===== src/hdl/armv4_pkg.sv =====
package armv4_pkg;

    localparam int WORD_W     = 32;
    localparam int REG_CODE_W = 4;
    localparam int NZCV_W     = 4;

    localparam logic [WORD_W-1:0] RESET_PC_DEFAULT = '0;

    // kept data-processing opcodes.
    typedef enum logic [3:0] {
        AND = 4'h0,
        EOR = 4'h1,
        SUB = 4'h2,
        RSB = 4'h3,
        ADD = 4'h4,
        TST = 4'h8,
        CMP = 4'hA,
        ORR = 4'hC,
        MOV = 4'hD,
        BIC = 4'hE,
        MVN = 4'hF
    } opcode_e;

    typedef enum logic [3:0] {
        EQ, NE, CS, CC, MI, PL, VS, VC, HI, LS, GE, LT, GT, LE, AL
    } cond_e;

    typedef union packed {
        struct packed {
            logic [3:0]            cond;
            // 2'b00 for data-processing.
            logic [1:0]            fixed;
            logic                  imm;
            logic [3:0]            opcode;
            logic                  s;
            logic [REG_CODE_W-1:0] rn;
            logic [REG_CODE_W-1:0] rd;
            logic [11:0]           operand2;
        } dp;
        struct packed {
            logic [3:0]            cond;
            // 2'b01 for single transfers.
            logic [1:0]            fixed;
            // low when the offset is an immediate.
            logic                  reg_ofs;
            logic                  p;
            logic                  u;
            logic                  b;
            logic                  w;
            logic                  l;
            logic [REG_CODE_W-1:0] rn;
            logic [REG_CODE_W-1:0] rd;
            logic [11:0]           offset;
        } mem;
    } arm_inst_u;

endpackage

===== src/hdl/armv4core.sv =====
`timescale 1ns/1ps

module armv4core #(
    parameter logic [armv4_pkg::WORD_W-1:0] RESET_PC = armv4_pkg::RESET_PC_DEFAULT
) (
    input  logic                         clk,
    input  logic                         i_rst_n,
    input  logic                         i_en,
    output logic                         o_rom_en,
    output logic [armv4_pkg::WORD_W-1:0] o_rom_addr,
    input  logic [armv4_pkg::WORD_W-1:0] i_rom_data,
    output logic                         o_ram_en,
    output logic                         o_ram_wr,
    output logic [1:0]                   o_ram_size,
    output logic [armv4_pkg::WORD_W-1:0] o_ram_addr,
    output logic [armv4_pkg::WORD_W-1:0] o_ram_wdata
);
    logic [armv4_pkg::REG_CODE_W-1:0] rn_code, rm_code;
    logic [armv4_pkg::WORD_W-1:0]     rn_reg, rm_reg;
    logic                             fw_ex_rd_en, wb_rd_en;
    logic [armv4_pkg::REG_CODE_W-1:0] fw_ex_rd_code, wb_rd_code;
    logic [armv4_pkg::WORD_W-1:0]     fw_ex_rd_reg, wb_rd_reg;

    // decoded fields, before and after the pipeline register.
    logic                             dec_vld, ex_vld;
    armv4_pkg::cond_e                 dec_cond, ex_cond;
    armv4_pkg::opcode_e               dec_opcode, ex_opcode;
    logic                             dec_set_flags, ex_set_flags;
    logic                             dec_is_store, ex_is_store;
    logic                             dec_store_up, ex_store_up;
    logic [armv4_pkg::WORD_W-1:0]     dec_op1, dec_op2, dec_store_data;
    logic [armv4_pkg::WORD_W-1:0]     ex_op1, ex_op2, ex_store_data;
    logic                             dec_rd_vld, ex_rd_vld;
    logic [armv4_pkg::REG_CODE_W-1:0] dec_rd_code, ex_rd_code;

    fetch_decode #(
        .RESET_PC(RESET_PC)
    ) u_fetch_decode (
        .clk(clk), .i_rst_n(i_rst_n), .i_en(i_en),
        .i_rom_data(i_rom_data), .o_rom_en(o_rom_en), .o_rom_addr(o_rom_addr),
        .o_rn_code(rn_code), .o_rm_code(rm_code), .i_rn_reg(rn_reg), .i_rm_reg(rm_reg),
        .i_ex_rd_en(fw_ex_rd_en), .i_ex_rd_code(fw_ex_rd_code), .i_ex_rd_reg(fw_ex_rd_reg),
        .i_wb_rd_en(wb_rd_en), .i_wb_rd_code(wb_rd_code), .i_wb_rd_reg(wb_rd_reg),
        .o_vld(dec_vld), .o_cond(dec_cond), .o_opcode(dec_opcode),
        .o_set_flags(dec_set_flags), .o_is_store(dec_is_store), .o_store_up(dec_store_up),
        .o_op1(dec_op1), .o_op2(dec_op2), .o_store_data(dec_store_data),
        .o_rd_vld(dec_rd_vld), .o_rd_code(dec_rd_code)
    );

    register_file u_register_file (
        .clk(clk), .i_rst_n(i_rst_n),
        .i_rn_code(rn_code), .i_rm_code(rm_code),
        .i_wr_en(wb_rd_en), .i_wr_code(wb_rd_code), .i_wr_reg(wb_rd_reg),
        .o_rn_reg(rn_reg), .o_rm_reg(rm_reg)
    );

    id_ex u_id_ex (
        .clk(clk), .i_rst_n(i_rst_n), .i_en(i_en),
        .i_vld(dec_vld), .i_cond(dec_cond), .i_opcode(dec_opcode),
        .i_set_flags(dec_set_flags), .i_is_store(dec_is_store), .i_store_up(dec_store_up),
        .i_op1(dec_op1), .i_op2(dec_op2), .i_store_data(dec_store_data),
        .i_rd_vld(dec_rd_vld), .i_rd_code(dec_rd_code),
        .o_vld(ex_vld), .o_cond(ex_cond), .o_opcode(ex_opcode),
        .o_set_flags(ex_set_flags), .o_is_store(ex_is_store), .o_store_up(ex_store_up),
        .o_op1(ex_op1), .o_op2(ex_op2), .o_store_data(ex_store_data),
        .o_rd_vld(ex_rd_vld), .o_rd_code(ex_rd_code)
    );

    ex_stage u_ex_stage (
        .clk(clk), .i_rst_n(i_rst_n), .i_en(i_en),
        .i_vld(ex_vld), .i_cond(ex_cond), .i_opcode(ex_opcode),
        .i_set_flags(ex_set_flags), .i_is_store(ex_is_store), .i_store_up(ex_store_up),
        .i_op1(ex_op1), .i_op2(ex_op2), .i_store_data(ex_store_data),
        .i_rd_vld(ex_rd_vld), .i_rd_code(ex_rd_code),
        .o_ex_rd_en(fw_ex_rd_en), .o_ex_rd_code(fw_ex_rd_code), .o_ex_rd_reg(fw_ex_rd_reg),
        .o_wb_rd_en(wb_rd_en), .o_wb_rd_code(wb_rd_code), .o_wb_rd_reg(wb_rd_reg),
        .o_ram_en(o_ram_en), .o_ram_wr(o_ram_wr), .o_ram_size(o_ram_size),
        .o_ram_addr(o_ram_addr), .o_ram_wdata(o_ram_wdata)
    );
endmodule


===== src/hdl/ex_stage.sv =====
`timescale 1ns/1ps

module ex_stage (
    input  logic                             clk,
    input  logic                             i_rst_n,
    input  logic                             i_en,
    input  logic                             i_vld,
    input  armv4_pkg::cond_e                 i_cond,
    input  armv4_pkg::opcode_e               i_opcode,
    input  logic                             i_set_flags, i_is_store, i_store_up,
    input  logic [armv4_pkg::WORD_W-1:0]     i_op1, i_op2, i_store_data,
    input  logic                             i_rd_vld,
    input  logic [armv4_pkg::REG_CODE_W-1:0] i_rd_code,
    output logic                             o_ex_rd_en,
    output logic [armv4_pkg::REG_CODE_W-1:0] o_ex_rd_code,
    output logic [armv4_pkg::WORD_W-1:0]     o_ex_rd_reg,
    output logic                             o_wb_rd_en,
    output logic [armv4_pkg::REG_CODE_W-1:0] o_wb_rd_code,
    output logic [armv4_pkg::WORD_W-1:0]     o_wb_rd_reg,
    output logic                             o_ram_en,
    output logic                             o_ram_wr,
    output logic [1:0]                       o_ram_size,
    output logic [armv4_pkg::WORD_W-1:0]     o_ram_addr,
    output logic [armv4_pkg::WORD_W-1:0]     o_ram_wdata
);
    logic [armv4_pkg::NZCV_W-1:0] nzcv;
    logic [armv4_pkg::NZCV_W-1:0] alu_nzcv;
    logic [armv4_pkg::WORD_W-1:0] alu_result;
    logic                         alu_writes_rd;
    logic                         n, z, c, v;
    logic                         cond_pass;
    logic                         exec;

    alu u_alu (
        .i_opcode    (i_opcode),
        .i_op1       (i_op1),
        .i_op2       (i_op2),
        .i_nzcv      (nzcv),
        .o_result    (alu_result),
        .o_nzcv      (alu_nzcv),
        .o_writes_rd (alu_writes_rd)
    );

    assign {n, z, c, v} = nzcv;

    always_comb begin
        case (i_cond)
            armv4_pkg::EQ: cond_pass = z;
            armv4_pkg::NE: cond_pass = !z;
            armv4_pkg::CS: cond_pass = c;
            armv4_pkg::CC: cond_pass = !c;
            armv4_pkg::MI: cond_pass = n;
            armv4_pkg::PL: cond_pass = !n;
            armv4_pkg::VS: cond_pass = v;
            armv4_pkg::VC: cond_pass = !v;
            armv4_pkg::HI: cond_pass = c && !z;
            armv4_pkg::LS: cond_pass = !c || z;
            armv4_pkg::GE: cond_pass = (n == v);
            armv4_pkg::LT: cond_pass = (n != v);
            armv4_pkg::GT: cond_pass = !z && (n == v);
            armv4_pkg::LE: cond_pass = z || (n != v);
            armv4_pkg::AL: cond_pass = 1'b1;
            default:       cond_pass = 1'b0;
        endcase
    end

    assign exec = i_vld && cond_pass;

    assign o_ex_rd_en   = exec && i_rd_vld && alu_writes_rd;
    assign o_ex_rd_code = i_rd_code;
    assign o_ex_rd_reg  = alu_result;

    always_ff @(posedge clk or negedge i_rst_n) begin
        if (!i_rst_n) begin
            nzcv       <= '0;
            o_wb_rd_en <= 1'b0;
        end else if (i_en) begin
            if (exec && i_set_flags) begin
                nzcv <= alu_nzcv;
            end
            o_wb_rd_en <= o_ex_rd_en;
        end
    end

    always_ff @(posedge clk) begin
        if (i_en) begin
            o_wb_rd_code <= o_ex_rd_code;
            o_wb_rd_reg  <= o_ex_rd_reg;
        end
    end

    // pre-indexed word store, base left unchanged.
    assign o_ram_en    = i_en && exec && i_is_store;
    assign o_ram_wr    = o_ram_en;
    assign o_ram_size  = 2'b10;
    assign o_ram_addr  = i_store_up ? i_op1 + i_op2 : i_op1 - i_op2;
    assign o_ram_wdata = i_store_data;
endmodule


===== src/hdl/id_ex.sv =====
`timescale 1ns/1ps

module id_ex (
    input  logic                             clk,
    input  logic                             i_rst_n,
    input  logic                             i_en,
    input  logic                             i_vld,
    input  armv4_pkg::cond_e                 i_cond,
    input  armv4_pkg::opcode_e               i_opcode,
    input  logic                             i_set_flags, i_is_store, i_store_up,
    input  logic [armv4_pkg::WORD_W-1:0]     i_op1, i_op2, i_store_data,
    input  logic                             i_rd_vld,
    input  logic [armv4_pkg::REG_CODE_W-1:0] i_rd_code,
    output logic                             o_vld,
    output armv4_pkg::cond_e                 o_cond,
    output armv4_pkg::opcode_e               o_opcode,
    output logic                             o_set_flags, o_is_store, o_store_up,
    output logic [armv4_pkg::WORD_W-1:0]     o_op1, o_op2, o_store_data,
    output logic                             o_rd_vld,
    output logic [armv4_pkg::REG_CODE_W-1:0] o_rd_code
);
    always_ff @(posedge clk or negedge i_rst_n) begin
        if (!i_rst_n) begin
            o_vld <= 1'b0;
        end else if (i_en) begin
            o_vld <= i_vld;
        end
    end

    always_ff @(posedge clk) begin
        if (i_en) begin
            o_cond       <= i_cond;
            o_opcode     <= i_opcode;
            o_set_flags  <= i_set_flags;
            o_is_store   <= i_is_store;
            o_store_up   <= i_store_up;
            o_op1        <= i_op1;
            o_op2        <= i_op2;
            o_store_data <= i_store_data;
            o_rd_vld     <= i_rd_vld;
            o_rd_code    <= i_rd_code;
        end
    end
endmodule


===== src/hdl/fetch_decode.sv =====
`timescale 1ns/1ps

module fetch_decode #(
    parameter logic [armv4_pkg::WORD_W-1:0] RESET_PC = armv4_pkg::RESET_PC_DEFAULT
) (
    input  logic                             clk,
    input  logic                             i_rst_n,
    input  logic                             i_en,
    input  logic [armv4_pkg::WORD_W-1:0]     i_rom_data,
    output logic                             o_rom_en,
    output logic [armv4_pkg::WORD_W-1:0]     o_rom_addr,
    output logic [armv4_pkg::REG_CODE_W-1:0] o_rn_code,
    output logic [armv4_pkg::REG_CODE_W-1:0] o_rm_code,
    input  logic [armv4_pkg::WORD_W-1:0]     i_rn_reg,
    input  logic [armv4_pkg::WORD_W-1:0]     i_rm_reg,
    input  logic                             i_ex_rd_en,
    input  logic [armv4_pkg::REG_CODE_W-1:0] i_ex_rd_code,
    input  logic [armv4_pkg::WORD_W-1:0]     i_ex_rd_reg,
    input  logic                             i_wb_rd_en,
    input  logic [armv4_pkg::REG_CODE_W-1:0] i_wb_rd_code,
    input  logic [armv4_pkg::WORD_W-1:0]     i_wb_rd_reg,
    output logic                             o_vld,
    output armv4_pkg::cond_e                 o_cond,
    output armv4_pkg::opcode_e               o_opcode,
    output logic                             o_set_flags, o_is_store, o_store_up,
    output logic [armv4_pkg::WORD_W-1:0]     o_op1, o_op2, o_store_data,
    output logic                             o_rd_vld,
    output logic [armv4_pkg::REG_CODE_W-1:0] o_rd_code
);
    logic [armv4_pkg::WORD_W-1:0]   pc;
    logic                           fetch_vld;
    armv4_pkg::arm_inst_u           inst;
    logic                           dp_op_ok;
    logic                           is_dp;
    logic                           is_store;
    logic [2*armv4_pkg::WORD_W-1:0] imm_rot;
    logic [armv4_pkg::WORD_W-1:0]   rn_fwd;
    logic [armv4_pkg::WORD_W-1:0]   rm_fwd;

    function automatic logic [armv4_pkg::WORD_W-1:0] fwd(
        input logic [armv4_pkg::REG_CODE_W-1:0] code,
        input logic [armv4_pkg::WORD_W-1:0]     rf_val
    );
        if (i_ex_rd_en && i_ex_rd_code == code) begin
            return i_ex_rd_reg;
        end else if (i_wb_rd_en && i_wb_rd_code == code) begin
            return i_wb_rd_reg;
        end
        return rf_val;
    endfunction

    // no word is on i_rom_data until the first address was sampled.
    always_ff @(posedge clk or negedge i_rst_n) begin
        if (!i_rst_n) begin
            pc        <= RESET_PC;
            fetch_vld <= 1'b0;
        end else if (i_en) begin
            pc        <= pc + 32'd4;
            fetch_vld <= 1'b1;
        end
    end

    assign o_rom_en   = i_en;
    assign o_rom_addr = pc;
    assign inst       = i_rom_data;

    // TST and CMP with S clear belong to other classes.
    always_comb begin
        case (inst.dp.opcode)
            armv4_pkg::TST,
            armv4_pkg::CMP: dp_op_ok = inst.dp.s;
            armv4_pkg::AND, armv4_pkg::EOR, armv4_pkg::SUB, armv4_pkg::RSB,
            armv4_pkg::ADD, armv4_pkg::ORR, armv4_pkg::MOV, armv4_pkg::BIC,
            armv4_pkg::MVN: dp_op_ok = (inst.dp.rd != 4'hF);
            default: dp_op_ok = 1'b0;
        endcase
    end

    assign is_dp    = (inst.dp.fixed == 2'b00) && dp_op_ok
                   && (inst.dp.imm || inst.dp.operand2[11:4] == 8'h00);
    assign is_store = (inst.mem.fixed == 2'b01) && !inst.mem.reg_ofs && inst.mem.p
                   && !inst.mem.b && !inst.mem.w && !inst.mem.l;
    assign o_vld    = fetch_vld && (inst.dp.cond != 4'hF) && (is_dp || is_store);

    assign o_rn_code = inst.dp.rn;
    // store source goes through the rm port.
    assign o_rm_code = is_store ? inst.mem.rd : inst.dp.operand2[3:0];

    always_comb begin
        rn_fwd = fwd(o_rn_code, i_rn_reg);
        rm_fwd = fwd(o_rm_code, i_rm_reg);
    end

    // ror by twice the rotate field.
    assign imm_rot = {2{{24'h0, inst.dp.operand2[7:0]}}} >> {inst.dp.operand2[11:8], 1'b0};

    assign o_cond       = armv4_pkg::cond_e'(inst.dp.cond);
    assign o_opcode     = armv4_pkg::opcode_e'(inst.dp.opcode);
    assign o_set_flags  = is_dp && inst.dp.s;
    assign o_is_store   = is_store;
    assign o_store_up   = inst.mem.u;
    assign o_op1        = rn_fwd;
    assign o_op2        = is_store    ? {20'h0, inst.mem.offset} :
                          inst.dp.imm ? imm_rot[armv4_pkg::WORD_W-1:0] : rm_fwd;
    assign o_store_data = rm_fwd;
    assign o_rd_vld     = is_dp;
    assign o_rd_code    = inst.dp.rd;
endmodule


===== src/hdl/register_file.sv =====
`timescale 1ns/1ps

module register_file (
    input  logic                             clk,
    input  logic                             i_rst_n,
    input  logic [armv4_pkg::REG_CODE_W-1:0] i_rn_code,
    input  logic [armv4_pkg::REG_CODE_W-1:0] i_rm_code,
    input  logic                             i_wr_en,
    input  logic [armv4_pkg::REG_CODE_W-1:0] i_wr_code,
    input  logic [armv4_pkg::WORD_W-1:0]     i_wr_reg,
    output logic [armv4_pkg::WORD_W-1:0]     o_rn_reg,
    output logic [armv4_pkg::WORD_W-1:0]     o_rm_reg
);
    // r0 to r14 only.
    logic [armv4_pkg::WORD_W-1:0] regs [15];

    always_ff @(posedge clk or negedge i_rst_n) begin
        if (!i_rst_n) begin
            for (int i = 0; i < 15; i++) begin
                regs[i] <= '0;
            end
        end else if (i_wr_en && i_wr_code != 4'hF) begin
            regs[i_wr_code] <= i_wr_reg;
        end
    end

    assign o_rn_reg = (i_rn_code == 4'hF) ? '0 : regs[i_rn_code];
    assign o_rm_reg = (i_rm_code == 4'hF) ? '0 : regs[i_rm_code];
endmodule


===== src/hdl/alu.sv =====
`timescale 1ns/1ps

module alu (
    input  armv4_pkg::opcode_e           i_opcode,
    input  logic [armv4_pkg::WORD_W-1:0] i_op1,
    input  logic [armv4_pkg::WORD_W-1:0] i_op2,
    input  logic [armv4_pkg::NZCV_W-1:0] i_nzcv,
    output logic [armv4_pkg::WORD_W-1:0] o_result,
    output logic [armv4_pkg::NZCV_W-1:0] o_nzcv,
    output logic                         o_writes_rd
);
    localparam int MSB = armv4_pkg::WORD_W - 1;

    logic [MSB:0]   add_a;
    logic [MSB:0]   add_b;
    logic           add_cin;
    logic [MSB+1:0] sum;
    logic           arith;

    // subtract as a + ~b + 1.
    always_comb begin
        add_a   = i_op1;
        add_b   = ~i_op2;
        add_cin = 1'b1;
        if (i_opcode == armv4_pkg::RSB) begin
            add_a = i_op2;
            add_b = ~i_op1;
        end else if (i_opcode == armv4_pkg::ADD) begin
            add_b   = i_op2;
            add_cin = 1'b0;
        end
    end

    assign sum = {1'b0, add_a} + {1'b0, add_b} + add_cin;

    always_comb begin
        arith       = 1'b0;
        o_writes_rd = 1'b1;
        case (i_opcode)
            armv4_pkg::AND: o_result = i_op1 & i_op2;
            armv4_pkg::EOR: o_result = i_op1 ^ i_op2;
            armv4_pkg::ORR: o_result = i_op1 | i_op2;
            armv4_pkg::MOV: o_result = i_op2;
            armv4_pkg::BIC: o_result = i_op1 & ~i_op2;
            armv4_pkg::MVN: o_result = ~i_op2;
            armv4_pkg::TST: begin
                o_result    = i_op1 & i_op2;
                o_writes_rd = 1'b0;
            end
            armv4_pkg::CMP: begin
                o_result    = sum[MSB:0];
                arith       = 1'b1;
                o_writes_rd = 1'b0;
            end
            default: begin
                // sub, rsb and add.
                o_result = sum[MSB:0];
                arith    = 1'b1;
            end
        endcase
    end

    assign o_nzcv[3] = o_result[MSB];
    assign o_nzcv[2] = (o_result == '0);
    // logical ops keep C and V.
    assign o_nzcv[1] = arith ? sum[MSB+1] : i_nzcv[1];
    assign o_nzcv[0] = arith ? (add_a[MSB] == add_b[MSB]) && (sum[MSB] != add_a[MSB])
                             : i_nzcv[0];
endmodule


===== config.mk =====
export PLATFORM = sky130hd
export DESIGN_NAME = armv4core
export DESIGN_NICKNAME = d
export VERILOG_FILES = /design/src/hdl/armv4_pkg.sv /design/src/hdl/armv4core.sv /design/src/hdl/ex_stage.sv /design/src/hdl/id_ex.sv /design/src/hdl/fetch_decode.sv /design/src/hdl/register_file.sv /design/src/hdl/alu.sv
export SDC_FILE = /design/constraint.sdc
export NUM_CORES = 2
export LEC_CHECK = 0
export BUFFER_PORTS_ARGS = -buffer_cell sky130_fd_sc_hd__buf_2
export CAP_MARGIN = 20
export CELL_PAD_IN_SITES_DETAIL_PLACEMENT = 0
export CELL_PAD_IN_SITES_GLOBAL_PLACEMENT = 1
export CORE_MARGIN = 2
export CORE_UTILIZATION = 35
export CTS_CLUSTER_SIZE = 12
export DETAILED_ROUTE_END_ITERATION = 7
export HOLD_SLACK_MARGIN = 0.08
export PLACE_DENSITY = 0.61
export RECOVER_POWER = 50
export SYNTH_ARGS = -nofsm -noshare
export SYNTH_HDL_FRONTEND = slang
export SYNTH_HIERARCHICAL = 1
export SYNTH_SLANG_ARGS = --single-unit
export TNS_END_PERCENT = 30

===== constraint.sdc =====
create_clock -name clk -period 8.8 [get_ports clk]
set_clock_uncertainty 0.2 [all_clocks]
set_input_delay 0.44 -clock clk [delete_from_list [all_inputs] [get_ports clk]]
set_output_delay 0.44 -clock clk [all_outputs]
set_load 0.005 [all_outputs]

Word level (Yosys, flattened, before mapping):

Index checks and enable logic that the tools add are counted.

* register bits: 667
* input bits: 35
* output and inout bits: 101
* logic and storage cells: 185

* $add $sub $neg: 5
* magnitude comparators: 4
* equal/unequal tests: 47
* shift-type cells: 1
* multiplexer cells: 34
* bitwise gates (word level): 10
* reductions and logical operators: 50

Operator list (count)
* 32-bit 2-to-1 mux: 18
* 480-bit bitwise mux: 1
* 32-bit binary-select mux with 4-bit select: 2
* 32-bit one-hot mux with 6 select lines: 1
* 32-bit demux with 4-bit select: 1
* 4-bit equality test (second input constant): 21
* 32-bit bitwise AND: 2
* 32-bit inverter: 2
* 40-bit by 5-bit right shift with 32-bit output: 1
* 32-bit by 32-bit adder with 33-bit output: 1
* 33-bit by 1-bit adder with 33-bit output: 1
* 32-bit by 3-bit adder with 32-bit output (second input constant): 1
* 32-bit adder: 1
* 32-bit zero test: 1
* 32-bit OR: 1
* 32-bit subtractor: 1
* 32-bit bitwise XOR: 1
* 1-bit logical AND: 25
* 4-bit by 3-bit equality test with 1-bit output (second input constant): 6
* 4-bit by 2-bit equality test with 1-bit output (second input constant): 5
* 4-bit equality test: 4
* 5-bit greater-or-equal comparator (second input constant): 3
* 4-bit inverter with 5-bit output: 3
* 1-bit one-hot mux with 15 select lines: 1
* 21 further kinds: 47

Depth between registers and ports, before layout:

* depth in word-level cells: 15
* mapped depth: 25
* depth with buffers taken out: 19

Hierarchy:

The synthesis kept the hierarchy.

Modules (own cells, without submodules)
* register_file: instances 1, cells an instance 1886, area an instance 26133.8 um^2, sequential area each 12011.5 um^2
* alu: instances 1, cells an instance 825, area an instance 5143.7 um^2, sequential area each 0.0 um^2
* fetch_decode: instances 1, cells an instance 599, area an instance 4344.2 um^2, sequential area each 775.7 um^2
* ex_stage: instances 1, cells an instance 478, area an instance 4315.4 um^2, sequential area each 1206.2 um^2
* id_ex: instances 1, cells an instance 114, area an instance 3403.3 um^2, sequential area each 3388.2 um^2

Worst setup path before layout:

No wires, ideal clock.

* kind: reg2reg
* from: register u_id_ex.o_opcode[1]
* to: register u_ex_stage/nzcv[2] (netlist name)
* setup time: 0.065 ns
* data arrival time: 6.348 ns
* required time: 8.535 ns
* path slack: 2.187 ns
* stages on the path, launching flop included: 26
* clock period less this slack: 6.613 ns
* cell sequence: edfxtp_1 > buf_2 > buf_1 > buf_1 > buf_1 > buf_1 > and2_1 > clkbuf_1 > buf_1 > clkbuf_1 > a21oi_1 > ha_1 > inv_1 > o21bai_1 > fa_1 > a21o_1 > a221o_2 > a221oi_4 > a21oi_2 > a21oi_2 > xor2_1 > o21ai_1 > or4b_1 > or4_1 > nor4_1 > mux2_2

* cells in the longest elaborated chain, start to end: 7

Ends and longest elaborated chain
* start: declaration: RTL line id_ex.sv:16 `output armv4_pkg::opcode_e o_opcode,`
* start signal: assignment: RTL line id_ex.sv:33 `o_opcode <= i_opcode;`
* 4-bit by 3-bit equality test with 1-bit output: RTL line alu.sv:28 `end else if (i_opcode == armv4_pkg::ADD) begin`
* 32-bit 2-to-1 mux: RTL line alu.sv:28
* 32-bit 2-to-1 mux: RTL line alu.sv:25 `if (i_opcode == armv4_pkg::RSB) begin`
* 32-bit by 32-bit adder with 33-bit output: RTL line alu.sv:34 `assign sum = {1'b0, add_a} + {1'b0, add_b} + add_cin;`
* 33-bit by 1-bit adder with 33-bit output: RTL line alu.sv:34
* 32-bit one-hot mux with 6 select lines *: RTL line alu.sv:39 `case (i_opcode)`
* net fw_ex_rd_reg (one bit): RTL line armv4core.sv:22 `logic [armv4_pkg::WORD_W-1:0] fw_ex_rd_reg, wb_rd_reg;`
* 32-bit zero test *: RTL line alu.sv:64 `assign o_nzcv[2] = (o_result == '0);`
* net u_ex_stage.alu_nzcv (one bit): RTL line ex_stage.sv:27 `logic [armv4_pkg::NZCV_W-1:0] alu_nzcv;`
* end signal: assignment: RTL line ex_stage.sv:79 `nzcv <= alu_nzcv;`
* end: declaration: RTL line ex_stage.sv:26 `logic [armv4_pkg::NZCV_W-1:0] nzcv;`

Mark *: on every way through the listed nets, which the timed path passes. The rest lies on a longest branch.
A chain may end at the register's enable or synchronous reset.

Worst setup path after layout:

* from: input port i_en
* to: output port o_ram_en

* cells in the longest elaborated chain, start to end: 2

Ends and longest elaborated chain
* start: declaration: RTL line armv4core.sv:8 `input logic i_en,`
* 1-bit logical AND (2 in a row): RTL line ex_stage.sv:93 `assign o_ram_en = i_en && exec && i_is_store;`
* end: declaration: RTL line armv4core.sv:12 `output logic o_ram_en,`

Every way passes these cells.

==> impl_metrics.env <==
export IMPL_syn_area_per_cell_sq_um=11.1
export IMPL_worst_r2r_path_depth=17
export IMPL_grt_max_degree=140
export IMPL_r2r_start="u_id_ex/o_opcode[3]"
export IMPL_die_h_microns=356
export IMPL_slew_violations=314
export IMPL_cp_arrival_ps=6710
export IMPL_gp_routability_congestion=0.922
export IMPL_reg2reg_to="u_ex_stage/nzcv[2]"
export IMPL_drt_first_pass_iters=7
export IMPL_min_from="i_rom_data[4]"
export IMPL_synth_area_leaders="dfrtp_1, mux2_2, edfxtp_1, mux2i_1, a21oi_1"
export IMPL_cts_setup_buffers=0
export IMPL_clockRootBuffer="clkbuf_16"
export IMPL_dieArea_sq_um=127000
export IMPL_start_util_pct=35.1
export IMPL_dpl_hpwl_microns=99100
export IMPL_whs_path_depth=5
export IMPL_multiInputGateArea_sq_um=23900
export IMPL_ys_flop_type="dfrtp_1"
export IMPL_seq_area_frac_synth_pct=40.1
export IMPL_numPortBuffers=131
export IMPL_insertion_delay_ps=660
export IMPL_wirelength_microns=152000
export IMPL_pre_cts_slack_ps=2270
export IMPL_vias_per_cell=5.86
export IMPL_avgRoutedWirePerCell_microns=27.4
export IMPL_area_growth_synth_to_final_pct=9.62
export IMPL_grt_use_met1_pct=34.0
export IMPL_fill_cells=12200
export IMPL_num_io_pins=136
export IMPL_finalCritPeriodShare_pct=83.6
export IMPL_regMostFlops="u_register_file/regs"
export IMPL_grt_pass1_vias=31700
export IMPL_finalSetupTns_ps=0
export IMPL_drcViolationCount=0
export IMPL_path_class="input pin to output pin"
export IMPL_drtIter0Drc=3257
export IMPL_reg2reg_slack_ps=2170
export IMPL_synth_edff_count=148
export IMPL_vias=32500
export IMPL_ys_seq_elements=665
export IMPL_synth_cells=3902
export IMPL_async_reset_ff_share_pct=77.7
export IMPL_cts_tree="done"
export IMPL_use_met2_pct=36.3
export IMPL_endpoint_kind="output pin"
export IMPL_status="complete, but fails checks"
export IMPL_clk_pin_slew_ps=60
export IMPL_synth_cell_area_sq_um=43300
export IMPL_grt_usage_pct=23.6
export IMPL_clockBufferDepth=3
export IMPL_postCtsResizedCells=0
export IMPL_antenna_found_initial=8
export IMPL_failed_checks="capacitance limit, slew limit"
export IMPL_grt_pass1_wl_microns=223000
export IMPL_overflow=0
export IMPL_seq_area_sq_um=17400
export IMPL_critPathMaxFanout=62
export IMPL_final_hold_viol_count=0
export IMPL_drive_gt1_share_pct=22.9
export IMPL_worst_ir_drop_vdd_v=0.000135
export IMPL_busiest_layer="met2"
export IMPL_setup_viol=0
export IMPL_worstHoldEndpoint="u_id_ex/o_op2[4]"
export IMPL_max_cap_violations=6
export IMPL_synth_warnings=6
export IMPL_max_freq_ghz=0.136
export IMPL_drtAntennaViolNets=0
export IMPL_critPathRequiredTime_ps=8160
export IMPL_powerDensity_nw_per_um2=188
export IMPL_cts_buffers=77
export IMPL_clock_sinks=665
export IMPL_crit_path_start_kind="input pin"
export IMPL_coreArea_sq_um=123000
export IMPL_relSlewSlack_pct=-234
export IMPL_p_leak_uw=0.0214
export IMPL_rows=129
export IMPL_worstMarginPinSlew_ps=5010
export IMPL_timing_final_ws_setup_ps=1450
export IMPL_dieWidth_microns=356
export IMPL_synth_top_area_share_pct=29.9
export IMPL_synth_top_cell_by_area="dfrtp_1"
export IMPL_rsz0062_at_grt="no"
export IMPL_largest_reg_flops=480
export IMPL_h_tree_depth=3
export IMPL_period_needed_ps=7350
export IMPL_ys_types=101
export IMPL_grt_util_met3_pct=2.66
export IMPL_min_path_type="input pin to flip-flop"
export IMPL_finalNetCount=3977
layer usage:
| layer | wire length (microns) | share of wire [%] |
|---|---|---|
| met2 | 68000 | 45 |
| met3 | 8340 | 5.5 |
| met5 | 22 | 0.014 |
| met4 | 5440 | 3.6 |
| met1 | 70200 | 46 |
layout by cell type, fill, tap and decap left out, types with 33 or more instances in the layout:
master,n
a211oi_1,54
a21o_1,46
a21oi_1,327
a22oi_1,59
buf_2,63
buf_4,61
clkbuf_1,90
clkbuf_16,77
dfrtp_1,517
edfxtp_1,148
ha_1,104
inv_1,101
mux2_2,514
mux2i_1,274
mux4_1,59
mux4_2,70
nand2_1,137
nand3_1,44
nand3b_1,40
nor2_1,185
nor2b_1,47
nor3_1,35
o211a_1,33
o21ai_0,197
o22ai_1,38
xnor2_1,84
xor2_1,69
logic make-up after synthesis:
group | Yosys count | share of synthesized area (%)
AO/OA/AOI/OAI | 938 | 13.8
multiplexers | 926 | 27.1
flip-flops | 665 | 40.1
AND/OR/NAND/NOR | 648 | 7.66
buffers and inverters | 463 | 5.13
XOR/XNOR | 153 | 3.09
adder cells (fa/ha/maj) | 106 | 3.09
other | 3 | 0.0260
how the worst max path moves through the flow:
stage,slack (ps),start,depth (start not counted),end
floorplan,2190,u_id_ex/o_opcode[1],25,u_ex_stage/nzcv[2]
global placement,2360,u_id_ex/o_opcode[3],16,u_ex_stage/nzcv[2]
detailed placement,2270,u_id_ex/o_opcode[3],17,u_ex_stage/nzcv[2]
CTS,2220,u_id_ex/o_opcode[3],17,u_ex_stage/nzcv[2]
global route,1080,i_en,5,o_ram_wr
finish,1450,i_en,5,o_ram_en
synth_stat cells (59+ instances only):
| cell | count |
|---|---|
| a22oi_1 | 59 |
| mux2_2 | 514 |
| nand2_1 | 141 |
| buf_4 | 64 |
| ha_1 | 104 |
| mux2i_1 | 274 |
| mux4_1 | 59 |
| a21oi_1 | 328 |
| o21ai_0 | 197 |
| dfrtp_1 | 517 |
| xnor2_1 | 84 |
| inv_1 | 101 |
| edfxtp_1 | 148 |
| buf_2 | 99 |
| nor2_1 | 190 |
| xor2_1 | 69 |
| clkbuf_1 | 151 |
| mux4_2 | 70 |
cell type report:
type / instances / area share [%]
diodes: 3 / 0.0158
clock buffers: 113 / 4.57
clock inverters: 27 / 0.664
inverters: 102 / 0.806
multi-input cells: 2775 / 50.3
flip-flops and latches: 665 / 36.6
well taps: 1637 / 4.31
repair buffers: 215 / 2.78
per-stage QoR:
stage               power (uW)  hold WS (ps)  utilization, %  cells  instance area [sq um]
global route              9360           131            38.5   5534                  47500
global placement          5730           255            36.5   5378                  45000
finish                    8950           130            38.5   5537                  47500
floorplan                 4990         -55.6               -   3903                  43300
detailed placement        5740           255            36.5   5378                  45000
CTS                       9020           101            38.6   5534                  47600
worst max-delay path, cell delays in order:
cell and delay (ps):
dlygate4sd3_1 520, clkbuf_1 2540, clkbuf_1 2330, and3_1 610, buf_2 170
power breakdown:
| part | internal (uW) | total (uW) | switching, uW |
|---|---|---|---|
| Combinational | 785 | 1930 | 1140 |
| Clock | 1850 | 3240 | 1390 |
| Sequential | 3410 | 3790 | 375 |
repair_timing:
action | CTS | global route
setup endpoints to repair | 0 | 0
endpoints found under the hold margin | 113 | 0
hold buffers | 16 | 0
No activity file was read; power rests on OpenSTA's default activity.
